**src/source/twiddle_pkg.sv**
```systemverilog
package twiddle_pkg;

	// ####################
	// widths
	// ####################

	localparam int TW_WIDTH    = 24;  // one twiddle component
	localparam int TW_FRAC     = 8;   // 256 is 1.0
	localparam int SEG_LEN     = 128; // samples per phase
	localparam int QUARTER_LEN = 65;  // cosine entries for m = 0..64

	localparam int IDX_WIDTH = $clog2(SEG_LEN);
	localparam int CNT_WIDTH = IDX_WIDTH + 2; // four phases per frame

	// ####################
	// types
	// ####################

	typedef logic signed [TW_WIDTH-1:0] tw_sample_t;
	typedef logic [CNT_WIDTH-1:0]       count_t;   // position in the 4 x 128 frame
	typedef logic [IDX_WIDTH-1:0]       tw_idx_t;  // k within a phase

	typedef struct packed {
		tw_sample_t re; // upper field
		tw_sample_t im;
	} twiddle_t;

	// order and encodings follow the counter's upper bits
	typedef enum logic [1:0] {
		PH_FILL_A = 2'd0,
		PH_FILL_B = 2'd1,
		PH_ROTATE = 2'd2,
		PH_DRAIN  = 2'd3
	} phase_e;

	// 1 + 0j outside the rotating phase
	localparam tw_sample_t TW_ONE    = tw_sample_t'(1 << TW_FRAC);
	localparam twiddle_t   TW_UNITY  = '{re: TW_ONE, im: '0};

endpackage

```
**src/source/twiddle_sequencer.sv**
```systemverilog
module twiddle_sequencer
	import twiddle_pkg::*;
(
	input  logic    clk,
	input  logic    rst_n,
	input  logic    start_i,
	output logic    running_o,
	output phase_e  phase_o,
	output tw_idx_t index_o
);

	count_t count_q;
	count_t count_d;
	logic   running_q;
	logic   advance;

	// ####################
	// sample counter
	// ####################

	// the start edge itself already counts
	assign advance = start_i | running_q;

	always_comb begin
		count_d = count_q;
		if (advance) begin
			count_d = count_q + count_t'(1); // 511 wraps to 0
		end
	end

	always_ff @(posedge clk or negedge rst_n) begin
		if (!rst_n) begin
			count_q   <= '0;
			running_q <= 1'b0;
		end else begin
			count_q <= count_d;
			if (start_i) begin
				running_q <= 1'b1; // sticky until reset
			end
		end
	end

	// ####################
	// phase and index split
	// ####################

	always_comb begin
		case (count_q[CNT_WIDTH-1 -: 2])
			2'd0:    phase_o = PH_FILL_A;
			2'd1:    phase_o = PH_FILL_B;
			2'd2:    phase_o = PH_ROTATE;
			default: phase_o = PH_DRAIN;
		endcase
	end

	assign index_o   = count_q[IDX_WIDTH-1:0]; // k = count mod 128
	assign running_o = running_q;

endmodule

```
**src/source/twiddle_rom.sv**
```systemverilog
module twiddle_rom
	import twiddle_pkg::*;
(
	input  phase_e   phase_i,
	input  tw_idx_t  index_i,
	output twiddle_t twiddle_o
);

	localparam int QIDX_WIDTH = $clog2(QUARTER_LEN);

	typedef logic [QIDX_WIDTH-1:0] qidx_t; // address into the quarter-wave table
	typedef logic [TW_FRAC:0]      mag_t;  // unsigned magnitude up to 256

	localparam tw_idx_t HALF_IDX = tw_idx_t'(QUARTER_LEN - 1); // k = 64 is pi/2

	qidx_t      re_addr;
	qidx_t      im_addr;
	logic       re_neg;
	mag_t       re_mag;
	mag_t       im_mag;
	tw_sample_t re_val;
	tw_sample_t im_val;

	// ####################
	// quarter-wave table
	// ####################

	// round(cos(pi*m/128) * 256)
	function automatic mag_t cos_mag(input qidx_t m);
		case (m)
			7'd0:    cos_mag = 9'd256;
			7'd1:    cos_mag = 9'd256;
			7'd2:    cos_mag = 9'd256;
			7'd3:    cos_mag = 9'd255;
			7'd4:    cos_mag = 9'd255;
			7'd5:    cos_mag = 9'd254;
			7'd6:    cos_mag = 9'd253;
			7'd7:    cos_mag = 9'd252;
			7'd8:    cos_mag = 9'd251;
			7'd9:    cos_mag = 9'd250;
			7'd10:   cos_mag = 9'd248;
			7'd11:   cos_mag = 9'd247;
			7'd12:   cos_mag = 9'd245;
			7'd13:   cos_mag = 9'd243;
			7'd14:   cos_mag = 9'd241;
			7'd15:   cos_mag = 9'd239;
			7'd16:   cos_mag = 9'd237;
			7'd17:   cos_mag = 9'd234;
			7'd18:   cos_mag = 9'd231;
			7'd19:   cos_mag = 9'd229;
			7'd20:   cos_mag = 9'd226;
			7'd21:   cos_mag = 9'd223;
			7'd22:   cos_mag = 9'd220;
			7'd23:   cos_mag = 9'd216;
			7'd24:   cos_mag = 9'd213;
			7'd25:   cos_mag = 9'd209;
			7'd26:   cos_mag = 9'd206;
			7'd27:   cos_mag = 9'd202;
			7'd28:   cos_mag = 9'd198;
			7'd29:   cos_mag = 9'd194;
			7'd30:   cos_mag = 9'd190;
			7'd31:   cos_mag = 9'd185;
			7'd32:   cos_mag = 9'd181; // pi/4
			7'd33:   cos_mag = 9'd177;
			7'd34:   cos_mag = 9'd172;
			7'd35:   cos_mag = 9'd167;
			7'd36:   cos_mag = 9'd162;
			7'd37:   cos_mag = 9'd157;
			7'd38:   cos_mag = 9'd152;
			7'd39:   cos_mag = 9'd147;
			7'd40:   cos_mag = 9'd142;
			7'd41:   cos_mag = 9'd137;
			7'd42:   cos_mag = 9'd132;
			7'd43:   cos_mag = 9'd126;
			7'd44:   cos_mag = 9'd121;
			7'd45:   cos_mag = 9'd115;
			7'd46:   cos_mag = 9'd109;
			7'd47:   cos_mag = 9'd104;
			7'd48:   cos_mag = 9'd98;
			7'd49:   cos_mag = 9'd92;
			7'd50:   cos_mag = 9'd86;
			7'd51:   cos_mag = 9'd80;
			7'd52:   cos_mag = 9'd74;
			7'd53:   cos_mag = 9'd68;
			7'd54:   cos_mag = 9'd62;
			7'd55:   cos_mag = 9'd56;
			7'd56:   cos_mag = 9'd50;
			7'd57:   cos_mag = 9'd44;
			7'd58:   cos_mag = 9'd38;
			7'd59:   cos_mag = 9'd31;
			7'd60:   cos_mag = 9'd25;
			7'd61:   cos_mag = 9'd19;
			7'd62:   cos_mag = 9'd13;
			7'd63:   cos_mag = 9'd6;
			7'd64:   cos_mag = 9'd0;
			default: cos_mag = '0; // m > 64 never addressed
		endcase
	endfunction

	// ####################
	// index folding
	// ####################

	always_comb begin
		re_neg = (index_i > HALF_IDX); // second quadrant of the half turn
		if (re_neg) begin
			re_addr = qidx_t'(SEG_LEN - int'(index_i));
			im_addr = qidx_t'(index_i - HALF_IDX);
		end else begin
			re_addr = qidx_t'(index_i);
			im_addr = qidx_t'(HALF_IDX - index_i);
		end
	end

	assign re_mag = cos_mag(re_addr);
	assign im_mag = cos_mag(im_addr); // sin(pi*k/128) = cos(pi*|64-k|/128)

	// zero-extend the magnitude before the sign
	assign re_val = re_neg ? -tw_sample_t'(re_mag) : tw_sample_t'(re_mag);
	assign im_val = -tw_sample_t'(im_mag); // always on or below the real axis

	// ####################
	// output select
	// ####################

	always_comb begin
		if (phase_i == PH_ROTATE) begin
			twiddle_o.re = re_val;
			twiddle_o.im = im_val;
		end else begin
			twiddle_o = TW_UNITY; // fill and drain pass samples unrotated
		end
	end

endmodule

```
**src/source/fft128_twiddle_gen.sv**
```systemverilog
module fft128_twiddle_gen
	import twiddle_pkg::*;
(
	input  logic     clk,
	input  logic     rst_n,
	input  logic     start_i,
	output logic     running_o,
	output phase_e   phase_o,
	output twiddle_t twiddle_o
);

	tw_idx_t tw_index; // k within the current phase

	// ####################
	// counter and phase
	// ####################

	twiddle_sequencer u_seq (
		.clk       (clk),
		.rst_n     (rst_n),
		.start_i   (start_i),
		.running_o (running_o),
		.phase_o   (phase_o),
		.index_o   (tw_index)
	);

	// ####################
	// twiddle lookup
	// ####################

	// combinational lookup in the counter's cycle
	twiddle_rom u_rom (
		.phase_i   (phase_o),
		.index_i   (tw_index),
		.twiddle_o (twiddle_o)
	);

endmodule

```
**config.mk**
```make
export PLATFORM = sky130hd
export DESIGN_NAME = fft128_twiddle_gen
export DESIGN_NICKNAME = d
export VERILOG_FILES = /design/src/source/twiddle_pkg.sv /design/src/source/twiddle_sequencer.sv /design/src/source/twiddle_rom.sv /design/src/source/fft128_twiddle_gen.sv
export SDC_FILE = /design/constraint.sdc
export NUM_CORES = 1
export LEC_CHECK = 0
export ABC_CLOCK_PERIOD_IN_PS = 7300
export BUFFER_PORTS_ARGS = -buffer_cell sky130_fd_sc_hd__buf_4
export CAP_MARGIN = 25
export CORE_ASPECT_RATIO = 1.75
export CORE_UTILIZATION = 45
export CTS_CLUSTER_SIZE = 40
export DETAILED_ROUTE_END_ITERATION = 7
export MAX_ROUTING_LAYER = met4
export PLACE_DENSITY = 0.65
export SETUP_SLACK_MARGIN = 0.15
export SYNTH_ARGS = -nofsm -noshare
export SYNTH_HDL_FRONTEND = slang
export SYNTH_SLANG_ARGS = --single-unit
```
**constraint.sdc**
```tcl
create_clock -name clk -period 7.3 [get_ports clk]
set_input_delay 0.365 -clock clk [delete_from_list [all_inputs] [get_ports clk]]
set_output_delay 0.365 -clock clk [all_outputs]
set_load 0.005 [all_outputs]
```
**Yosys cells after proc, flatten, opt, wreduce, memory -nomap -nowiden**

Memories as Yosys holds them, arrays and structs flattened.
Index checks and enable logic that the tools add are counted.

- Bits of input ports: 3
- Bits in read-only memories: 2304
- Memories: 2
- Register bits: 10
- Word-level logic and storage cells: 21
- Output and inout port bits: 51

- $add $sub $neg: 6
- Eq/ne operators: 3
- Order comparisons: 1
- Bitwise logic cells: 1
- Multiplexer cells: 5
- Reduce and logical (&&, ||, !) cells: 1

Memories:

| memory | depth | width | read ports | clocked after memory_dff | write ports | RTL line | text |
|---|---|---|---|---|---|---|---|
| (no name shown) | 128 | 9 | 1 | 0 | 0 | twiddle_rom.sv:30 | `case (m)` |
| (no name shown) | 128 | 9 | 1 | 0 | 0 | twiddle_rom.sv:30 |  |

Operator list:

| operator | count |
|---|---|
| $mux 48 | 1 |
| $neg 9->24 | 2 |
| $mux 24 | 1 |
| $mux 7 | 2 |
| $add 9x1->9 const B | 1 |
| $gt 7x7->1 const B | 1 |
| $sub 1x7->7 const A | 1 |
| $sub 7x7->7 const A | 1 |
| $sub 7x7->7 const B | 1 |
| $pmux 2 s3 | 1 |
| $eq 2x2->1 const B | 2 |
| $eq 2x1->1 const B | 1 |
| $logic_not 2->1 | 1 |
| $or 1x1->1 | 1 |

**Depth between registers and ports, before layout**

Gate-level depths: netlist (run 1).
An unclocked memory read counts as a cell.

- Depth in word-level cells: 6
- Gate-level depth with buffers: 21
- Depth with buffers taken out: 17

**Modules after synthesis**

A second synthesis (run 1) with hierarchy kept.

- Cells, all modules: 537
- Area total of the unflattened synthesis: 3667.3 µm²

By module, submodules not included:

| module | area each (µm²) | instances | seq. area each (µm²) | cells an instance |
|---|---|---|---|---|
| twiddle_rom | 3175.5 | 1 | 0.0 | 493 |
| twiddle_sequencer | 491.7 | 1 | 250.2 | 44 |

**Worst setup path after synthesis (run 1)**

No wires, ideal clock.

- Path type: reg-to-output
- Start point: register u_seq.count_q[0]
- End point: output port twiddle_o[8] (netlist bit)
- Stages on the path, launching flop included: 20
- Buffers on the path: 4
- Data required time: 6935 ps
- Setup slack: 2257 ps
- Data arrival time: 4678 ps
- Path through: dfrtp_1 -> clkbuf_1 -> clkinv_1 -> ha_1 -> buf_2 -> nor2b_1 -> a21oi_1 -> o22ai_1 -> ha_1 -> clkbuf_1 -> or3_1 -> o21ai_0 -> a21oi_1 -> o32ai_1 -> ha_1 -> nor2b_1 -> clkbuf_1 -> and4_1 -> ha_1 -> and2_1

RTL lines:

| what | RTL line | text |
|---|---|---|
| from (decl) | twiddle_sequencer.sv:12 | `count_t count_q;` |
| from (signal assigned) | twiddle_sequencer.sv:36 | `count_q <= count_d;` |
| to (decl) | fft128_twiddle_gen.sv:9 | `output twiddle_t twiddle_o` |

==> results.sh, run 1 <==
export IMPL_run_status="completed"
export IMPL_totalWireLength_um=13210
export IMPL_rsz0062_at_grt="false"
export IMPL_crit_required_ns=6.93
export IMPL_synth_enable_flop_cells=0
export IMPL_finalSetupViolCount=0
export IMPL_drv_slew=0
export IMPL_num_vias=4454
export IMPL_synth_seq_cells=10
export IMPL_firstDrtPassIters=5
export IMPL_netlist_instances=547
export IMPL_maxCapViolCount=0
export IMPL_finalHoldViolCount=0
export IMPL_mostFrequentLayoutCells="65 x buf_4, 50 x nand2_1, 44 x a21oi_1"
export IMPL_ctsHoldBuffers=1
export IMPL_critPathMostFrequentCell="ha_1"
export IMPL_wl_per_cell_um=20.64
export IMPL_grt_overflow_total=0
export IMPL_drtIter0Drc=485
export IMPL_syn_area_um2=3646
export IMPL_syn_nets=570
export IMPL_cts_root_buf="clkbuf_16"
export IMPL_clock_skew_ns=0.0002634
export IMPL_synth_top_area_share_pct=6.863
export IMPL_syn2layout_area_growth_pct=9.060
export IMPL_path_clk_slew_ns=0.04
export IMPL_seq_area_frac_synth_pct=6.863
export IMPL_io_pins=54
export IMPL_rr_worst_depth=5
export IMPL_start_kind="register"
export IMPL_hp_start="start_i"
export IMPL_placed_cells=635
export IMPL_tritoncts="done"
export IMPL_clock_fmax_mhz=167.4
export IMPL_hp_class="in2reg"
export IMPL_tns_ns=0
export IMPL_cts_resized_gates=0
export IMPL_yosysTopAreaCell="dfrtp_1"
export IMPL_max_stage_delay_ns=0.76
export IMPL_dieHeight_um=121.1
export IMPL_crit_arrival_ns=5.61
export IMPL_dieArea_um2=8480
export IMPL_grt_antenna_before_repair=0
export IMPL_grt_max_degree=47
export IMPL_fin_nets=575
export IMPL_r2r_end="u_seq.count_q[8]"
export IMPL_min_path_cells=2
export IMPL_finalWeightedCongestion=1.034
export IMPL_synthDistinctLibCells=77
export IMPL_timing_final_crit_share_pct=81.84
export IMPL_ant_nets=0
export IMPL_crit_chain="inv_1, ha_1, nor2b_1, a21oi_1, o22ai_1, ha_1, a2111oi_0, or3_1, o22ai_1, a32oi_1, ha_1, and4_1, nor2b_1, ha_1, nand2_1, o211ai_1, buf_4"
export IMPL_grt_pass1_vias=4169
export IMPL_numCtsBuffers=3
export IMPL_critPathTopFamily="compound AO/OA/AOI/OAI gates"
export IMPL_synthArstFlopShare_pct=100.0
export IMPL_drc=0
export IMPL_rows=43
export IMPL_h_tree_depth=1
export IMPL_port_buffers=53
export IMPL_layout_commonest_cell="buf_4"
export IMPL_maxSlewHeadroom_pct=35.46
export IMPL_worstMarginPinSlew_ns=0.9599
export IMPL_cpMaxStageDelayCell="dfrtp_1"
export IMPL_crit_type="reg2out"
export IMPL_grt_pass1_wl_um=21040
export IMPL_r2r_slack_ns=5.50
export IMPL_fin_crit_ns=5.974
export IMPL_gr_usage_all_layers_pct=31.24
export IMPL_synth_area_top_cells="dfrtp_1 6.9%, ha_1 6.9%, a21oi_1 6.0%"
export IMPL_ys_warn_count=0
export IMPL_cts_setup_buffers=0
export IMPL_insertion_delay_ns=0.23
export IMPL_dpl_cell_area_um2=3884
export IMPL_crit_buf_inv=2
export IMPL_clkSinkCount=10
export IMPL_worstPathMaxFanout=19
export IMPL_layoutNonFillerInstCount=640
export IMPL_holdPathEnd="u_seq.running_o"
export IMPL_start_util_pct=46.10
export IMPL_hpwlAfterDp_um=9817
export IMPL_fin_area_um2=3976
export IMPL_die_x_um=70.04
export IMPL_ys_flop_type="dfrtp_1"
export IMPL_routed_via_density=6.959
export IMPL_r2r_start="u_seq.count_q[1]"
export IMPL_coreArea_um2=7909
export IMPL_clockBufferDepth=2
export IMPL_cp_end_kind="output pin"
export IMPL_n_antenna_cell=0
export IMPL_syn_avg_cell_area_um2=6.665
export IMPL_layout_drive_gt1_share_pct=15.82
[how the worst max path moves through the flow]
| stage | from | endpoint | slack [ns] | cells after the start |
|---|---|---|---|---|
| 6_report | u_seq.count_q[1] | twiddle_o[32] | 1.33 | 17 |
| 3_5_place_dp | u_seq.count_q[1] | twiddle_o[32] | 1.66 | 17 |
| 4_1_cts | u_seq.count_q[1] | twiddle_o[32] | 1.40 | 17 |
| 5_1_grt | u_seq.count_q[1] | twiddle_o[32] | 0.93 | 17 |
| 3_3_place_gp | u_seq.count_q[1] | twiddle_o[8] | 1.83 | 16 |
| 2_1_floorplan | u_seq.count_q[0] | twiddle_o[8] | 2.26 | 19 |
[flip-flops by register name, indices dropped and copies added (netlist names)]
signal           cells
u_seq.running_o      1
u_seq.count_q        9
[synthesized netlist by cell type (5+ instances only)]
cell      count
o211ai_1     13
a21oi_1      44
nand2_1      50
or3_1         7
ha_1         20
a31oi_1      20
buf_1         6
and3_1        8
clkbuf_1     28
nor2_1       39
nor3_1       27
dfrtp_1      10
nor2b_1      10
a211oi_1      8
buf_2        11
nand3_1      16
and2_1        5
a22o_1        6
xnor2_1      12
o22ai_1      11
buf_4        17
o211a_1       6
xor2_1        7
nand4_1       8
o31ai_1       7
nand2b_1      7
mux2i_1      10
o21ai_0      34
inv_1        11
[worst reg2reg max path: cells and delay by family (launching register included)]
kind / cells / cell delay [ns]
xor+xnor: 1 / 0.15
fa+ha+maj: 1 / 0.35
flops: 1 / 0.76
simple gates: 3 / 0.42
[stage by stage]
| step | hold slack (ns) | utilization (%) | worst slack (ns) |
|---|---|---|---|
| after floorplan | 0.06941 | - | 2.257 |
| after global placement | 0.1977 | 49.11 | 1.830 |
| after detailed placement | 0.1993 | 49.11 | 1.664 |
| after CTS | 0.4507 | 50.18 | 1.401 |
| after global routing | 0.4641 | 50.28 | 0.9313 |
| final | 0.4549 | 50.28 | 1.326 |
[logic make-up after synthesis]
family          Yosys count  share of synthesized area (%)
xor+xnor                 19                          4.564
buf+inv                  81                          11.29
mux                      10                          2.745
compound gates          210                          40.08
simple gates            197                          27.59
fa+ha+maj                20                          6.863
flops                    10                          6.863
[cell type report]
cell class / count / area [um^2]
Fill cell: 836 / 3933
Multi-Input combinational cell: 456 / 2984
Timing Repair Buffer: 66 / 498.0
Sequential cell: 10 / 250.2
Tap cell: 90 / 112.6
Clock buffer: 3 / 75.07
Inverter: 15 / 56.30
[per-layer routing]
metal / up-vias / track usage (%) / wire length (um)
met2: 223 / 53.06 / 6560
met3: 57 / 2.907 / 807
met5: - / - / 0
met4: 0 / 17.38 / 701
li1: 2078 / - / -
met1: 2096 / 35.79 / 5136
Power of run 1 is left out: the tool's default activity adds up to more than one toggle a clock period on the data nets, which glitch-free logic cannot reach.
==> run 2, diff against run 1 <==
--- a/config.mk
+++ b/config.mk
@@ -5,7 +5,7 @@
 export SDC_FILE = /design/constraint.sdc
 export NUM_CORES = 1
 export LEC_CHECK = 0
-export ABC_CLOCK_PERIOD_IN_PS = 7300
+export ABC_CLOCK_PERIOD_IN_PS = 5600
 export BUFFER_PORTS_ARGS = -buffer_cell sky130_fd_sc_hd__buf_4
 export CAP_MARGIN = 25
 export CORE_ASPECT_RATIO = 1.75
==> constraint.sdc (replaced) <==
create_clock -name clk -period 5.6 [get_ports clk]
set_input_delay 0.28 -clock clk [delete_from_list [all_inputs] [get_ports clk]]
set_output_delay 0.28 -clock clk [all_outputs]
set_load 0.005 [all_outputs]
==> run 2 against run 1 <==
Against the previous run: global-route usage rose by 3.2 points; utilization is 1.3 points higher; critical path depth shrank 3; die area is the same; clock skew grew 0.0024 ns; final cell count rose by 2.0%; largest cell class unchanged.
==> results.sh, run 2 (synthesis results as in run 1) <==
export IMPL_crit_start="u_seq.count_q[1]"
export IMPL_grt_max_degree=46
export IMPL_ant_nets=0
export IMPL_start_kind="register"
export IMPL_hp_class="in2reg"
export IMPL_ctsHoldBuffers=1
export IMPL_clock_fmax_mhz=195.5
export IMPL_maxSlewHeadroom_pct=34.72
export IMPL_layout_commonest_cell="buf_4"
export IMPL_maxCapViolCount=0
export IMPL_crit_chain="inv_1, ha_1, buf_4, or4b_4, a221o_1, o21ai_0, a221oi_1, o32ai_1, ha_1, nor2b_1, and4_1, ha_1, and2_1, buf_4"
export IMPL_rsz0062_at_grt="false"
export IMPL_finalSetupViolCount=0
export IMPL_cts_resized_gates=0
export IMPL_crit_arrival_ns=4.84
export IMPL_rr_worst_depth=4
export IMPL_numCtsBuffers=3
export IMPL_hpwlAfterDp_um=10880
export IMPL_wl_per_cell_um=21.69
export IMPL_fillCellCount=793
export IMPL_h_tree_depth=1
export IMPL_clock_skew_ns=0.002674
export IMPL_worstMarginPinSlew_ns=0.9722
export IMPL_cts_setup_buffers=0
export IMPL_cp_end_kind="output pin"
export IMPL_holdPathEnd="u_seq.running_o"
export IMPL_path_clk_slew_ns=0.04
export IMPL_gr_usage_all_layers_pct=34.46
export IMPL_seqCellArea_um2=250.2
export IMPL_layout_drive_gt1_share_pct=17.76
export IMPL_firstDrtPassIters=5
export IMPL_grt_pass1_vias=4380
export IMPL_r2r_end="u_seq.count_q[7]"
export IMPL_finalHoldViolCount=0
export IMPL_drv_slew=0
export IMPL_port_buffers=53
export IMPL_fin_crit_ns=5.116
export IMPL_syn2layout_area_growth_pct=11.91
export IMPL_hp_start="start_i"
export IMPL_tns_ns=0
export IMPL_rows=43
export IMPL_n_antenna_cell=0
export IMPL_max_stage_delay_ns=0.61
export IMPL_start_util_pct=46.10
export IMPL_dieHeight_um=121.1
export IMPL_crit_required_ns=5.32
export IMPL_num_vias=4595
export IMPL_run_status="completed"
export IMPL_routed_via_density=7.037
export IMPL_finalWeightedCongestion=1.013
export IMPL_die_x_um=70.04
export IMPL_insertion_delay_ns=0.24
export IMPL_fin_nets=587
export IMPL_dieArea_um2=8480
export IMPL_cts_root_buf="clkbuf_16"
export IMPL_r2r_slack_ns=3.71
export IMPL_io_pins=54
export IMPL_max_flop_register="u_seq.count_q"
export IMPL_timing_final_crit_share_pct=91.36
export IMPL_critPathMostFrequentCell="ha_1"
export IMPL_multi_input_area_um2=2984
export IMPL_tritoncts="done"
export IMPL_cpMaxStageDelayCell="a221o_1"
export IMPL_clockBufferDepth=2
export IMPL_drtIter0Drc=388
export IMPL_totalWireLength_um=14170
export IMPL_mostFrequentLayoutCells="77 x buf_4, 50 x nand2_1, 44 x a21oi_1"
export IMPL_grt_overflow_total=0
export IMPL_min_path_cells=2
export IMPL_worstPathMaxFanout=21
export IMPL_r2r_start="u_seq.count_q[2]"
export IMPL_grt_pass1_wl_um=22910
export IMPL_clkSinkCount=10
export IMPL_largest_reg_flops=9
export IMPL_crit_type="reg2out"
export IMPL_grt_antenna_before_repair=0
export IMPL_coreArea_um2=7909
export IMPL_drc=0
[run 2: how the worst max path moves through the flow]
stage | endpoint | slack (ns) | cells after the start
2_1_floorplan | twiddle_o[8] | 0.64 | 19
3_3_place_gp | twiddle_o[32] | 0.95 | 13
3_5_place_dp | twiddle_o[8] | 0.83 | 14
4_1_cts | twiddle_o[8] | 0.56 | 14
5_1_grt | twiddle_o[8] | 0.23 | 14
6_report | twiddle_o[8] | 0.48 | 14
[run 2: worst max-delay path, delay by kind of cell (launching register included)]
family,cells,cell delay (ns)
AO/OA/AOI/OAI,4,1.53
AND/OR/NAND/NOR,4,1.36
adder cells (fa/ha/maj),3,0.78
buffers and inverters,3,0.55
flip-flops,1,0.36
[run 2: area by class of cell]
cell class | count | area share (%)
Clock buffer | 4 | 2.177
Inverter | 15 | 1.380
Multi-Input combinational cell | 456 | 73.14
Sequential cell | 10 | 6.133
Tap cell | 90 | 2.760
Timing Repair Buffer | 78 | 14.41
[run 2: stage by stage]
step	hold slack, ns	utilization, %	instances	area (um^2)	setup slack (ns)
finish	0.3488	51.59	653	4080	0.4837
global route	0.3625	51.59	653	4080	0.2311
detailed placement	0.1201	50.34	648	3981	0.8326
floorplan	-0.01559	-	547	3646	0.6419
global placement	0.1199	50.34	648	3981	0.9452
CTS	0.3474	51.59	653	4080	0.5592
[run 2: per-layer routing]
| layer | GRT usage [%] | share of wire [%] |
|---|---|---|
| met1 | 38.43 | 37 |
| met2 | 57.51 | 50 |
| met3 | 3.322 | 6.0 |
| met4 | 23.63 | 7.5 |
| met5 | - | 0 |
Power of run 2 is left out for the same reason.
